--- src/hw/mem_test_pkg.sv ---
/*
 * Widths, register indices and packed structs shared by the memory
 * test engine RTL and its testbench
 */
package mem_test_pkg;

    // ==========================================================
    // Sizes
    // ==========================================================

    // Line address width
    localparam int ADDR_WIDTH = 32;
    // Data bits per line
    localparam int LINE_WIDTH = 128;
    // Burst length field, lengths 1 to 255
    localparam int BURST_WIDTH = 8;
    // Offset counter and address mask
    localparam int ADDR_LOW_WIDTH = 15;
    // Burst limit field
    localparam int NUM_BURSTS_WIDTH = 16;

    // Top half of every written line
    localparam logic [63:0] WR_MARKER = 64'h5a5a_c3c3_0f0f_a5a5;

    // ==========================================================
    // Register indices
    // ==========================================================

    // Control writes use these, status reads 0 to 5 reuse the numbers
    localparam logic [2:0] CSR_RD_BASE = 3'd0;
    localparam logic [2:0] CSR_WR_BASE = 3'd1;
    localparam logic [2:0] CSR_RD_CTRL = 3'd2;
    localparam logic [2:0] CSR_WR_CTRL = 3'd3;
    localparam logic [2:0] CSR_MASK = 3'd4;
    localparam logic [2:0] CSR_CMD = 3'd5;

    // ==========================================================
    // Types
    // ==========================================================

    typedef logic [ADDR_WIDTH-1:0] t_addr;
    typedef logic [LINE_WIDTH-1:0] t_line;
    typedef logic [ADDR_LOW_WIDTH-1:0] t_addr_low;
    typedef logic [BURST_WIDTH-1:0] t_burst;

    // Register write from the host
    typedef struct packed {
        logic valid;
        logic [2:0] idx;
        logic [63:0] data;
    } t_csr_wr;

    // Settings for one traffic direction
    typedef struct packed {
        t_addr base_addr;
        t_addr_low start_offset;
        t_burst burst_len;
        // Zero means no limit
        logic [NUM_BURSTS_WIDTH-1:0] num_bursts;
    } t_traffic_cfg;

    typedef struct packed {
        t_addr addr;
        t_burst burst_len;
    } t_rd_req;

    typedef struct packed {
        t_addr addr;
        t_burst burst_len;
        // First line of a burst
        logic sop;
        t_line data;
    } t_wr_line;

endpackage

--- src/hw/line_fifo.sv ---
/*
 * Synchronous register-array FIFO for any payload type,
 * valid/ready on both sides
 */
`timescale 1ns/10ps

module line_fifo
#(
    parameter type ITEM_T = logic [7:0],
    parameter int DEPTH = 8
)
(
    input  logic clk,
    input  logic state_reset,
    input  ITEM_T in_data,
    input  logic in_valid,
    output logic in_ready,
    output ITEM_T out_data,
    output logic out_valid,
    input  logic out_ready,
    output logic empty
);

    localparam int PTR_WIDTH = (DEPTH > 1) ? $clog2(DEPTH) : 1;
    localparam int COUNT_WIDTH = $clog2(DEPTH + 1);

    ITEM_T mem [DEPTH];
    logic [PTR_WIDTH-1:0] wr_ptr;
    logic [PTR_WIDTH-1:0] rd_ptr;
    logic [COUNT_WIDTH-1:0] count;
    logic push;
    logic pop;

    // Pointers wrap at DEPTH, which need not be a power of two
    function automatic logic [PTR_WIDTH-1:0] next_ptr(input logic [PTR_WIDTH-1:0] ptr);
        return (ptr == PTR_WIDTH'(DEPTH - 1)) ? '0 : ptr + 1'b1;
    endfunction

    assign in_ready = (count != COUNT_WIDTH'(DEPTH));
    assign out_valid = (count != '0);
    assign empty = (count == '0);
    assign out_data = mem[rd_ptr];
    assign push = in_valid && in_ready;
    assign pop = out_valid && out_ready;

    always_ff @(posedge clk)
    begin
        if (push)
            mem[wr_ptr] <= in_data;
    end

    always_ff @(posedge clk)
    begin
        if (state_reset)
        begin
            wr_ptr <= '0;
            rd_ptr <= '0;
            count <= '0;
        end
        else
        begin
            if (push)
                wr_ptr <= next_ptr(wr_ptr);
            if (pop)
                rd_ptr <= next_ptr(rd_ptr);
            count <= count + COUNT_WIDTH'(push) - COUNT_WIDTH'(pop);
        end
    end

    // A stalled head entry holds, and a full FIFO never overwrites it
    a_no_push_when_full: assert property (@(posedge clk) disable iff (state_reset)
        (out_valid && !out_ready) |=> $stable(out_data));

endmodule

--- src/hw/csr_regs.sv ---
/*
 * Control register decode, start and run bits, status read mux
 * and the registered engine active flag
 */
`timescale 1ns/10ps

module csr_regs
#(
    parameter int CNT_WIDTH = 48
)
(
    input  logic clk,
    input  logic state_reset,
    input  mem_test_pkg::t_csr_wr csr_wr,
    input  logic [2:0] csr_rd_idx,
    output logic [63:0] csr_rd_data,
    output mem_test_pkg::t_traffic_cfg rd_cfg,
    output mem_test_pkg::t_traffic_cfg wr_cfg,
    output mem_test_pkg::t_addr_low addr_mask,
    output logic start,
    output logic run,
    input  logic [CNT_WIDTH-1:0] rd_bursts,
    input  logic [CNT_WIDTH-1:0] rd_lines,
    input  logic [CNT_WIDTH-1:0] wr_lines,
    input  logic [CNT_WIDTH-1:0] wr_bursts_resp,
    input  logic [31:0] rd_sum,
    input  logic [31:0] rd_hash,
    input  logic rd_busy,
    input  logic wr_busy,
    output logic active
);

    // Largest burst reported to software
    localparam logic [14:0] MAX_BURST = 15'd128;

    logic [63:0] status_cfg;

    // Control word layout shared by read and write control
    function automatic mem_test_pkg::t_traffic_cfg load_ctrl(
        input mem_test_pkg::t_traffic_cfg cur,
        input logic [63:0] data
    );
        mem_test_pkg::t_traffic_cfg cfg;
        cfg = cur;
        cfg.num_bursts = data[47:32];
        cfg.start_offset = data[16 +: mem_test_pkg::ADDR_LOW_WIDTH];
        cfg.burst_len = data[7:0];
        return cfg;
    endfunction

    // ==========================================================
    // Control registers
    // ==========================================================

    always_ff @(posedge clk)
    begin
        if (state_reset)
        begin
            rd_cfg <= '0;
            wr_cfg <= '0;
            addr_mask <= '0;
            start <= 1'b0;
            run <= 1'b0;
        end
        else
        begin
            // Start is a single cycle pulse
            start <= 1'b0;
            if (csr_wr.valid)
            begin
                case (csr_wr.idx)
                    mem_test_pkg::CSR_RD_BASE:
                        rd_cfg.base_addr <= csr_wr.data[mem_test_pkg::ADDR_WIDTH-1:0];
                    mem_test_pkg::CSR_WR_BASE:
                        wr_cfg.base_addr <= csr_wr.data[mem_test_pkg::ADDR_WIDTH-1:0];
                    mem_test_pkg::CSR_RD_CTRL:
                        rd_cfg <= load_ctrl(rd_cfg, csr_wr.data);
                    mem_test_pkg::CSR_WR_CTRL:
                        wr_cfg <= load_ctrl(wr_cfg, csr_wr.data);
                    mem_test_pkg::CSR_MASK:
                        addr_mask <= csr_wr.data[mem_test_pkg::ADDR_LOW_WIDTH-1:0];
                    mem_test_pkg::CSR_CMD:
                    begin
                        start <= csr_wr.data[0];
                        run <= csr_wr.data[1];
                    end
                    default:
                    begin
                    end
                endcase
            end
        end
    end

    // Start counts as busy so active rises the cycle after it
    always_ff @(posedge clk)
    begin
        if (state_reset)
            active <= 1'b0;
        else
            active <= start || rd_busy || wr_busy;
    end

    // ==========================================================
    // Status read mux
    // ==========================================================

    // Ordered responses, burst count write responses, engine type 1
    assign status_cfg = {24'h0, 1'b1, 1'b0, 3'd1, active, run, 1'b0,
                         16'(mem_test_pkg::ADDR_LOW_WIDTH), 1'b0, MAX_BURST};

    always_comb
    begin
        case (csr_rd_idx)
            3'd0: csr_rd_data = status_cfg;
            3'd1: csr_rd_data = 64'(rd_bursts);
            3'd2: csr_rd_data = 64'(rd_lines);
            3'd3: csr_rd_data = 64'(wr_lines);
            3'd4: csr_rd_data = 64'(wr_bursts_resp);
            3'd5: csr_rd_data = {rd_sum, rd_hash};
            default: csr_rd_data = 64'h0;
        endcase
    end

endmodule

--- src/hw/rd_req_gen.sv ---
/*
 * Read burst request producer with masked address stepping,
 * burst limit and request counters
 */
`timescale 1ns/10ps

module rd_req_gen
#(
    parameter int CNT_WIDTH = 48
)
(
    input  logic clk,
    input  logic state_reset,
    input  logic start,
    input  logic run,
    input  mem_test_pkg::t_traffic_cfg cfg,
    input  mem_test_pkg::t_addr_low addr_mask,
    output mem_test_pkg::t_rd_req req,
    output logic req_valid,
    input  logic req_ready,
    output logic [CNT_WIDTH-1:0] bursts_req,
    output logic [CNT_WIDTH-1:0] lines_req,
    output logic done
);

    mem_test_pkg::t_addr_low offset;
    logic [mem_test_pkg::NUM_BURSTS_WIDTH-1:0] bursts_left;
    logic unlimited;
    logic accept;

    // Base OR masked offset, the base is aligned to the mask
    assign req.addr = cfg.base_addr | mem_test_pkg::t_addr'(offset & addr_mask);
    assign req.burst_len = cfg.burst_len;
    assign req_valid = run && !done;
    assign accept = req_valid && req_ready;

    // Offset and remaining bursts
    always_ff @(posedge clk)
    begin
        if (start)
        begin
            offset <= cfg.start_offset;
            bursts_left <= cfg.num_bursts;
            unlimited <= (cfg.num_bursts == '0);
        end
        else if (accept)
        begin
            offset <= offset + mem_test_pkg::t_addr_low'(cfg.burst_len);
            bursts_left <= bursts_left - 1'b1;
        end
    end

    // Done flag and request counters
    always_ff @(posedge clk)
    begin
        if (state_reset)
        begin
            done <= 1'b1;
            bursts_req <= '0;
            lines_req <= '0;
        end
        else if (start)
        begin
            // No base address means no read traffic
            done <= (cfg.base_addr == '0);
            bursts_req <= '0;
            lines_req <= '0;
        end
        else if (accept)
        begin
            done <= !unlimited && (bursts_left == 1);
            bursts_req <= bursts_req + 1'b1;
            lines_req <= lines_req + CNT_WIDTH'(cfg.burst_len);
        end
    end

    // Request held until the memory takes it
    a_req_stable: assert property (@(posedge clk) disable iff (state_reset)
        (req_valid && !req_ready && !start) |=> $stable(req));

endmodule

--- src/hw/wr_burst_gen.sv ---
/*
 * Write line producer with burst tracking, line marking and
 * write response counting
 */
`timescale 1ns/10ps

module wr_burst_gen
#(
    parameter int CNT_WIDTH = 48
)
(
    input  logic clk,
    input  logic state_reset,
    input  logic start,
    input  logic run,
    input  mem_test_pkg::t_traffic_cfg cfg,
    input  mem_test_pkg::t_addr_low addr_mask,
    output mem_test_pkg::t_wr_line line,
    output logic line_valid,
    input  logic line_ready,
    input  logic wr_resp_valid,
    output logic [CNT_WIDTH-1:0] lines_sent,
    output logic [CNT_WIDTH-1:0] bursts_resp,
    output logic busy
);

    mem_test_pkg::t_addr_low offset;
    mem_test_pkg::t_burst beats_left;
    logic [mem_test_pkg::NUM_BURSTS_WIDTH-1:0] bursts_left;
    logic unlimited;
    logic done;
    logic sop;
    logic push;
    logic last_beat;
    logic [CNT_WIDTH-1:0] bursts_sent;

    // One address per line
    always_comb
    begin
        line.addr = cfg.base_addr | mem_test_pkg::t_addr'(offset & addr_mask);
        line.burst_len = cfg.burst_len;
        line.sop = sop;
        line.data = {mem_test_pkg::WR_MARKER, 64'(line.addr)};
    end

    // Mid-burst lines go out even after run drops
    assign line_valid = (run && !done) || !sop;
    assign push = line_valid && line_ready;
    assign last_beat = (beats_left == 1);

    // Unfinished bursts or bursts still waiting for a response
    assign busy = (run && !done) || !sop || (bursts_sent != bursts_resp);

    // Address and burst position
    always_ff @(posedge clk)
    begin
        if (start)
        begin
            offset <= cfg.start_offset;
            beats_left <= cfg.burst_len;
            bursts_left <= cfg.num_bursts;
            unlimited <= (cfg.num_bursts == '0);
        end
        else if (push)
        begin
            offset <= offset + 1'b1;
            beats_left <= last_beat ? cfg.burst_len : beats_left - 1'b1;
            if (last_beat)
                bursts_left <= bursts_left - 1'b1;
        end
    end

    // ==========================================================
    // Run state and counters
    // ==========================================================

    always_ff @(posedge clk)
    begin
        if (state_reset || start)
        begin
            done <= state_reset || (cfg.base_addr == '0);
            sop <= 1'b1;
            lines_sent <= '0;
            bursts_sent <= '0;
            bursts_resp <= '0;
        end
        else
        begin
            if (push)
            begin
                lines_sent <= lines_sent + 1'b1;
                sop <= last_beat;
                if (last_beat)
                begin
                    bursts_sent <= bursts_sent + 1'b1;
                    done <= !unlimited && (bursts_left == 1);
                end
            end
            // One response per completed burst
            if (wr_resp_valid)
                bursts_resp <= bursts_resp + 1'b1;
        end
    end

endmodule

--- src/hw/rd_checker.sv ---
/*
 * Read response consumer with line count, checksum and
 * rolling hash over the returned data
 */
`timescale 1ns/10ps

module rd_checker
#(
    parameter int CNT_WIDTH = 48
)
(
    input  logic clk,
    input  logic state_reset,
    input  logic start,
    input  mem_test_pkg::t_line line,
    input  logic line_valid,
    output logic line_ready,
    output logic [CNT_WIDTH-1:0] lines_resp,
    output logic [31:0] sum,
    output logic [31:0] hash
);

    logic [31:0] sample;
    logic sample_valid;

    // Checker never stalls the read FIFO
    assign line_ready = 1'b1;

    // Top and bottom 16 bits of each line, registered before folding
    always_ff @(posedge clk)
    begin
        sample <= {line[mem_test_pkg::LINE_WIDTH-1 -: 16], line[15:0]};
    end

    always_ff @(posedge clk)
    begin
        if (state_reset || start)
        begin
            sample_valid <= 1'b0;
            lines_resp <= '0;
            sum <= '0;
            hash <= '0;
        end
        else
        begin
            sample_valid <= line_valid;
            if (line_valid)
                lines_resp <= lines_resp + 1'b1;
            // Sum wraps at 32 bits, hash rotates left by 5
            if (sample_valid)
            begin
                sum <= sum + sample;
                hash <= {hash[26:0], hash[31:27]} ^ sample;
            end
        end
    end

endmodule

--- src/hw/mem_test_engine.sv ---
/*
 * Memory test engine top level with registers, traffic
 * generators, line FIFOs and read checker
 */
`timescale 1ns/10ps

module mem_test_engine
#(
    parameter int CNT_WIDTH = 48,
    parameter int WR_FIFO_DEPTH = 8,
    parameter int RD_FIFO_DEPTH = 16
)
(
    input  logic clk,
    input  logic state_reset,
    input  mem_test_pkg::t_csr_wr csr_wr,
    input  logic [2:0] csr_rd_idx,
    output logic [63:0] csr_rd_data,
    output mem_test_pkg::t_rd_req rd_req,
    output logic rd_req_valid,
    input  logic rd_req_ready,
    input  mem_test_pkg::t_line rd_resp,
    input  logic rd_resp_valid,
    output logic rd_resp_ready,
    output mem_test_pkg::t_wr_line wr_line,
    output logic wr_line_valid,
    input  logic wr_line_ready,
    input  logic wr_resp_valid,
    output logic active
);

    mem_test_pkg::t_traffic_cfg rd_cfg;
    mem_test_pkg::t_traffic_cfg wr_cfg;
    mem_test_pkg::t_addr_low addr_mask;
    logic start;
    logic run;
    logic [CNT_WIDTH-1:0] rd_bursts;
    logic [CNT_WIDTH-1:0] rd_lines_req;
    logic [CNT_WIDTH-1:0] rd_lines;
    logic [CNT_WIDTH-1:0] wr_lines;
    logic [CNT_WIDTH-1:0] wr_bursts_resp;
    logic [31:0] rd_sum;
    logic [31:0] rd_hash;
    logic rd_done;
    logic wr_gen_busy;
    logic rd_busy;
    logic wr_busy;
    mem_test_pkg::t_wr_line gen_line;
    logic gen_line_valid;
    logic gen_line_ready;
    mem_test_pkg::t_line chk_line;
    logic chk_line_valid;
    logic chk_line_ready;
    logic wr_fifo_empty;
    logic rd_fifo_empty;

    // Busy until generators finish, FIFOs drain and responses are in
    assign rd_busy = (run && !rd_done) || (rd_lines_req != rd_lines) || !rd_fifo_empty;
    assign wr_busy = wr_gen_busy || !wr_fifo_empty;

    csr_regs #(.CNT_WIDTH(CNT_WIDTH)) i_csr_regs (
        .clk, .state_reset, .csr_wr, .csr_rd_idx, .csr_rd_data,
        .rd_cfg, .wr_cfg, .addr_mask, .start, .run,
        .rd_bursts, .rd_lines, .wr_lines, .wr_bursts_resp,
        .rd_sum, .rd_hash, .rd_busy, .wr_busy, .active
    );

    // ==========================================================
    // Read path
    // ==========================================================

    rd_req_gen #(.CNT_WIDTH(CNT_WIDTH)) i_rd_req_gen (
        .clk, .state_reset, .start, .run, .cfg(rd_cfg), .addr_mask,
        .req(rd_req), .req_valid(rd_req_valid), .req_ready(rd_req_ready),
        .bursts_req(rd_bursts), .lines_req(rd_lines_req), .done(rd_done)
    );

    line_fifo #(.ITEM_T(mem_test_pkg::t_line), .DEPTH(RD_FIFO_DEPTH)) i_rd_fifo (
        .clk, .state_reset,
        .in_data(rd_resp), .in_valid(rd_resp_valid), .in_ready(rd_resp_ready),
        .out_data(chk_line), .out_valid(chk_line_valid), .out_ready(chk_line_ready),
        .empty(rd_fifo_empty)
    );

    rd_checker #(.CNT_WIDTH(CNT_WIDTH)) i_rd_checker (
        .clk, .state_reset, .start,
        .line(chk_line), .line_valid(chk_line_valid), .line_ready(chk_line_ready),
        .lines_resp(rd_lines), .sum(rd_sum), .hash(rd_hash)
    );

    // ==========================================================
    // Write path
    // ==========================================================

    wr_burst_gen #(.CNT_WIDTH(CNT_WIDTH)) i_wr_burst_gen (
        .clk, .state_reset, .start, .run, .cfg(wr_cfg), .addr_mask,
        .line(gen_line), .line_valid(gen_line_valid), .line_ready(gen_line_ready),
        .wr_resp_valid, .lines_sent(wr_lines), .bursts_resp(wr_bursts_resp),
        .busy(wr_gen_busy)
    );

    line_fifo #(.ITEM_T(mem_test_pkg::t_wr_line), .DEPTH(WR_FIFO_DEPTH)) i_wr_fifo (
        .clk, .state_reset,
        .in_data(gen_line), .in_valid(gen_line_valid), .in_ready(gen_line_ready),
        .out_data(wr_line), .out_valid(wr_line_valid), .out_ready(wr_line_ready),
        .empty(wr_fifo_empty)
    );

endmodule

--- config.mk ---
export PLATFORM = sky130hd
export DESIGN_NAME = mem_test_engine
export DESIGN_NICKNAME = d
export VERILOG_FILES = /design/src/hw/mem_test_pkg.sv /design/src/hw/line_fifo.sv /design/src/hw/csr_regs.sv /design/src/hw/rd_req_gen.sv /design/src/hw/wr_burst_gen.sv /design/src/hw/rd_checker.sv /design/src/hw/mem_test_engine.sv
export SDC_FILE = /design/constraint.sdc
export NUM_CORES = 2
export LEC_CHECK = 0
export ABC_AREA = 1
export BUFFER_PORTS_ARGS = -buffer_cell sky130_fd_sc_hd__clkbuf_2
export CORE_MARGIN = 2
export CORE_UTILIZATION = 55
export CTS_CLUSTER_SIZE = 40
export DETAILED_ROUTE_END_ITERATION = 8
export PLACE_DENSITY = 0.74
export SLEW_MARGIN = 0
export SYNTH_ARGS = -nofsm -noshare
export SYNTH_HDL_FRONTEND = slang
export SYNTH_SLANG_ARGS = --single-unit
--- constraint.sdc ---
create_clock -name clk -period 4.1 [get_ports clk]
set_input_delay 0.82 -clock clk [delete_from_list [all_inputs] [get_ports clk]]
set_output_delay 0.82 -clock clk [all_outputs]
set_load 0.005 [all_outputs]
* Word-level counts from Yosys, hierarchy flattened
Memories as Yosys holds them, arrays and structs flattened. A register that Yosys moved wholly into a read port is not among the register bits.
Index checks and enable logic that the tools add are counted.
** Word-level totals
- RAM bits :: 2632
- Input port bits :: 205
- Logic and storage cells :: 165
- Flip-flop bits (word level) :: 611
- Memories kept :: 2
- Output and inout bits :: 277
** Memories
- i_rd_fifo.mem :: depth 16, width 128, read ports 1, clocked after memory_dff 1, write ports 1, RTL line line_fifo.sv:27 : ITEM_T mem [DEPTH];
- i_wr_fifo.mem :: depth 8, width 73, read ports 1, clocked after memory_dff 1, write ports 1, RTL line line_fifo.sv:27
** Operators by class
- Reduce and logical (&&, ||, !) cells :: 50
- Bitwise logic cells :: 7
- Muxes and demuxes :: 28
- Equality and inequality tests :: 21
- Add/sub/neg operators :: 20
** Operator list (count)
- $pmux W64 S6 :: 1
- $add A48 B1 Y48 const B :: 5
- $ne A48 B48 Y1 :: 2
- $mux W16 :: 5
- $logic_not A32 Y1 :: 2
- $or A32 B32 Y32 :: 2
- $mux W15 :: 4
- $add A48 B8 Y48 :: 1
- $add A32 B32 Y32 :: 1
- $eq A16 B1 Y1 const B :: 2
- $logic_not A16 Y1 :: 2
- $sub A16 B1 Y16 const B :: 2
- $xor A32 B32 Y32 :: 1
- $and A15 B15 Y15 :: 2
- $mux W8 :: 3
- $eq A3 B3 Y1 const B :: 6
- $reduce_and A2 Y1 :: 9
- $add A15 B1 Y15 const B :: 1
- $add A15 B8 Y15 :: 1
- $eq A3 B2 Y1 const B :: 4
- $mux W3 :: 4
- $reduce_bool A2 Y1 :: 5
- $logic_or A1 B1 Y1 :: 9
- $mux W1 :: 9
- other kinds (23) :: 43

* Depth between registers and ports, before layout
- Depth after elaboration :: 6
- Depth in mapped cells :: 14
- Mapped depth without buffers :: 14

* Hierarchy
Synthesis repeated with hierarchy kept, for this count alone.
** Unflattened totals
- Cell total of the unflattened synthesis :: 19512
- Area, all modules :: 182415.0 um^2
** By module, submodules not included
- line_fifo (i_rd_fifo) :: area an instance 83493.8 um^2, cells each 7246, instances 1
- line_fifo (i_wr_fifo) :: area an instance 59328.2 um^2, cells each 5937, instances 1
- wr_burst_gen :: area an instance 12737.2 um^2, cells each 1924, instances 1
- rd_req_gen :: area an instance 8817.2 um^2, cells each 1398, instances 1
- csr_regs :: area an instance 8785.9 um^2, cells each 1485, instances 1
- rd_checker :: area an instance 8328.0 um^2, cells each 1291, instances 1
- mem_test_engine :: area an instance 924.6 um^2, cells each 231, instances 1

* Worst setup path after synthesis
No wires, ideal clock.
- Path type :: reg2reg
- From :: register i_wr_fifo.count[2]
- To :: memory i_wr_fifo.mem[0][31] (netlist bit) (enable)
- Stages on the path, launching flop included :: 9
- Library setup time :: 0.439 ns
- Slack :: 0.908 ns
- Data arrival time :: 2.752 ns
- Path buffers :: 1
- Period minus slack after synthesis :: 3.192 ns
- Cells stage by stage :: dfxtp_1 -> inv_1 -> ha_1 -> nand3_1 -> nand2_1 -> inv_2 -> buf_2 -> nand2_1 -> nor2_1
** On the way
- Cells in the longest elaborated chain, start to end :: 4
** Ends and longest elaborated chain
- start: declaration :: RTL line line_fifo.sv:30 : logic [COUNT_WIDTH-1:0] count;
- start signal: assignment :: RTL line line_fifo.sv:66 : count <= count + COUNT_WIDTH'(push) - COUNT_WIDTH'(pop);
- $ne A4 B4 Y1 :: RTL line line_fifo.sv:39 : assign in_ready = (count != COUNT_WIDTH'(DEPTH));
- $logic_and A1 B1 Y1 :: RTL line line_fifo.sv:43 : assign push = in_valid && in_ready;
- $mux W1 :: RTL line line_fifo.sv:48 : if (push)
- $mux W1 (not written as such) :: RTL line line_fifo.sv:49 : mem[wr_ptr] <= in_data;
- end: declaration :: RTL line line_fifo.sv:27
No other way between the ends.

==> results.ini <==
[power_and_ir_drop]
p_sw_mw=13.9
clkPwrFrac_pct=34.9
ir_drop_v=0.000445
cellPowerDensity_nw_per_um2=538
p_seq_share_pct=41.7
power.total_mw=42.7
p_leak_nw=29.8
p_sw_share_pct=32.6
p_int_mw=28.8
power_frac_comb_pct=23.4

[timing]
final_max_slew_viol_count=0
slew_headroom_pct=29.9
layout_setup_ws_ps=261
hold_viol_final=0
whs_ps=258
period_needed_ps=3840
final-setup-viol-count=0
fmax_mhz=261
max_slew.worst_pin.slew_ps=1040
skew_ps=50.8
finalCritPeriodShare_pct=93.6
tns_ps=0
grt_setup_unrepaired=false

[global_routing]
grt_util_all_layers_pct=32.7
antenna_found_initial=13
grt_pass1_wl_mm=328
grt.overflow.total=0
grt_max_degree=135
grt_pass1_vias=54926

[place]
dp_cells=9887
post_dp_cell_area_um2=73800
dpl_worst_slack_ps=453
port_buffers=273
gp_routability_congestion=1.01
place_hpwl_mm=154

[clock_network]
cts_max_level=4
path_clk_slew_ps=60
cts_buffer_depth=3
cts_root_buffer=clkbuf_16
cts_buffers=156
clk_latency_ps=830
cts_setup_buffers=0
cts_hold_repair.buffers=0
tritoncts=done
cts_resized=0
cts_num_sinks=1486

[logic_synthesis]
synth.area.top_cells=edfxtp_1 (39%), dfxtp_1 (16%), nor2_1 (7.8%), nand2_1 (7.8%), o21ai_0 (4.9%)
ys_types=62
synthDominantCellAreaShare_pct=38.5
synth_edf_count=913
synth-async-reset-ratio_pct=0
ys_warn_count=0
syn_area_um2=71200
ys_ff_latch=1486
syn_inst=8171
synth_area_leader_cell=edfxtp_1
seq_area_frac_synth_pct=54.6
syn_avg_cell_area_um2=8.71
ys.flop_type=edfxtp_1

[routing]
wirelength_mm=221
dr.pass1.iters=6
first_iter_violations=6534
drtAntennaViolNets=0
drc_errors=0
viasPerCell=5.79
routedWlPerCell_um=21.7
vias=58977

[finish]
final_common_cell=nand2_1
final_area_um2=79400
fin_nets=8594
drive_gt1_share_pct=9.20
instances_no_fill=10183
fin_util_pct=61.5
area_growth_pct=11.5
final_cell_mix=nand2_1 (1477), nor2_1 (1464), edfxtp_1 (913), inv_1 (712), o21ai_0 (691)

[worst_hold_path]
whs_endpoint=i_csr_regs.wr_cfg[15]
hold_path_depth=3
hold_class=in -> reg
hold_path.startpoint=csr_wr[47]

[critical_path]
startpoint_type=flip-flop
critical_path.most_common_cell=nor2_1
critPathBufInv=3
critPathMaxStageDelay_ps=500
reg2reg_depth=10
required_ps=3280
crit_arrival_ps=3020
cp-end-kind=output pin
crit_path_top_delay_cell=dfxtp_4
crit_fanout=49
cp_top_family=buffers and inverters
timing.rr.start=i_csr_regs.run
ff2ff_setup_slack_ps=1270
r2r-end=i_wr_burst_gen.bursts_sent[18]
criticalPathCategory=reg -> out
cp_cell_sequence=inv_4 > buf_4 > nor2_1 > o22ai_1 > nor2_1 > a31oi_1 > clkbuf_2

[floorplanning]
die_h_um=364
coreArea_um2=129000
io_pins=482
initial_utilization_pct=55.2
die_x_um=364
fp.dieArea_um2=132000
rows=132

[status]
outcome=completed

[job]
drv_cap=0

-- worst max path at each step --
| stage | cells after the start | start | endpoint |
|---|---|---|---|
| floorplan | 8 | i_wr_fifo.count[2] | i_wr_fifo.mem[0][31] |
| global placement | 7 | csr_rd_idx[2] | csr_rd_data[27] |
| detailed placement | 7 | csr_rd_idx[2] | csr_rd_data[27] |
| CTS | 7 | flip-flop | wr_line[2] |
| global route | 7 | flip-flop | wr_line[139] |
| finish | 7 | flip-flop | wr_line[156] |
-- state kept, by name, summed over array words and instances (netlist names), 48 cells and up, named ones only --
register and flops:
i_wr_burst_gen.bursts_resp 48, i_csr_regs.rd_cfg 71, i_wr_burst_gen.lines_sent 48, i_rd_req_gen.bursts_req 48, i_rd_fifo.mem 512, i_rd_checker.lines_resp 48, i_wr_burst_gen.bursts_sent 48, i_csr_regs.wr_cfg 71
i_wr_fifo.mem 328, i_rd_req_gen.lines_req 48
-- cell type report --
type                            count  area [µm²]
Antenna cell                        7        17.5
Clock buffer                      214        4410
Clock inverter                     74        1070
Fill cell                       10882       49600
Inverter                          747        2820
Multi-Input combinational cell   5539       27500
Sequential cell                  1486       38900
Tap cell                         1742        2180
Timing Repair Buffer              374        2470
-- synth_stat cells (10+ instances only) --
cell and number:
inv_2 28, edfxtp_1 913, mux2i_1 49, nor3_1 154
xor2_1 166, o221ai_1 61, nor2_1 1489, a221oi_1 31
o22ai_1 68, nor2_2 28, a21oi_1 336, ha_1 80
a22oi_1 17, nand2_2 16, o2111ai_1 17, nand4_1 126
buf_2 77, o21ai_0 691, nand3_1 278, o211ai_1 16
o21bai_1 10, dfxtp_1 573, xnor2_1 58, nand2_1 1478
buf_4 162, a31oi_1 61, buf_1 28, clkbuf_1 218
nor4_1 22, nor3_2 14, o32ai_1 79, o21ai_1 12
inv_1 713
-- per-layer routing --
metal / vias up / share of wire (%) / track usage (%)
li1: 27603 / - / -
met1: 28006 / 40 / 42.4
met2: 2770 / 46 / 52.4
met3: 582 / 8.8 / 5.90
met4: 16 / 5.7 / 17.4
met5: - / 0.054 / 0
-- power groups by stage --
stage          clock (mW)  combinational (mW)  sequential (mW)
5_1_grt              15.6                11.1             17.8
2_1_floorplan           0                7.13             17.5
3_3_place_gp            0                9.55             18.1
6_report             14.9                10.0             17.8
4_1_cts              15.0                9.88             17.8
3_5_place_dp            0                9.80             18.1
-- kinds of logic after synthesis --
| kind of cell | count (synthesis) | synth area share [%] |
|---|---|---|
| other cells | 2 | 0.0105 |
| flops | 1486 | 54.6 |
| buf+inv | 1240 | 7.61 |
| mux | 49 | 0.689 |
| compound gates | 1427 | 11.5 |
| xor+xnor | 224 | 2.76 |
| fa+ha+maj | 85 | 1.55 |
| simple gates | 3658 | 21.3 |
-- tightest hold or removal path: cells and delay by family --
kind / cells / cell delay [ps]
buffers and inverters: 1 / 90
and+or+nand+nor: 2 / 120
No activity file was read; power rests on OpenSTA's default activity.
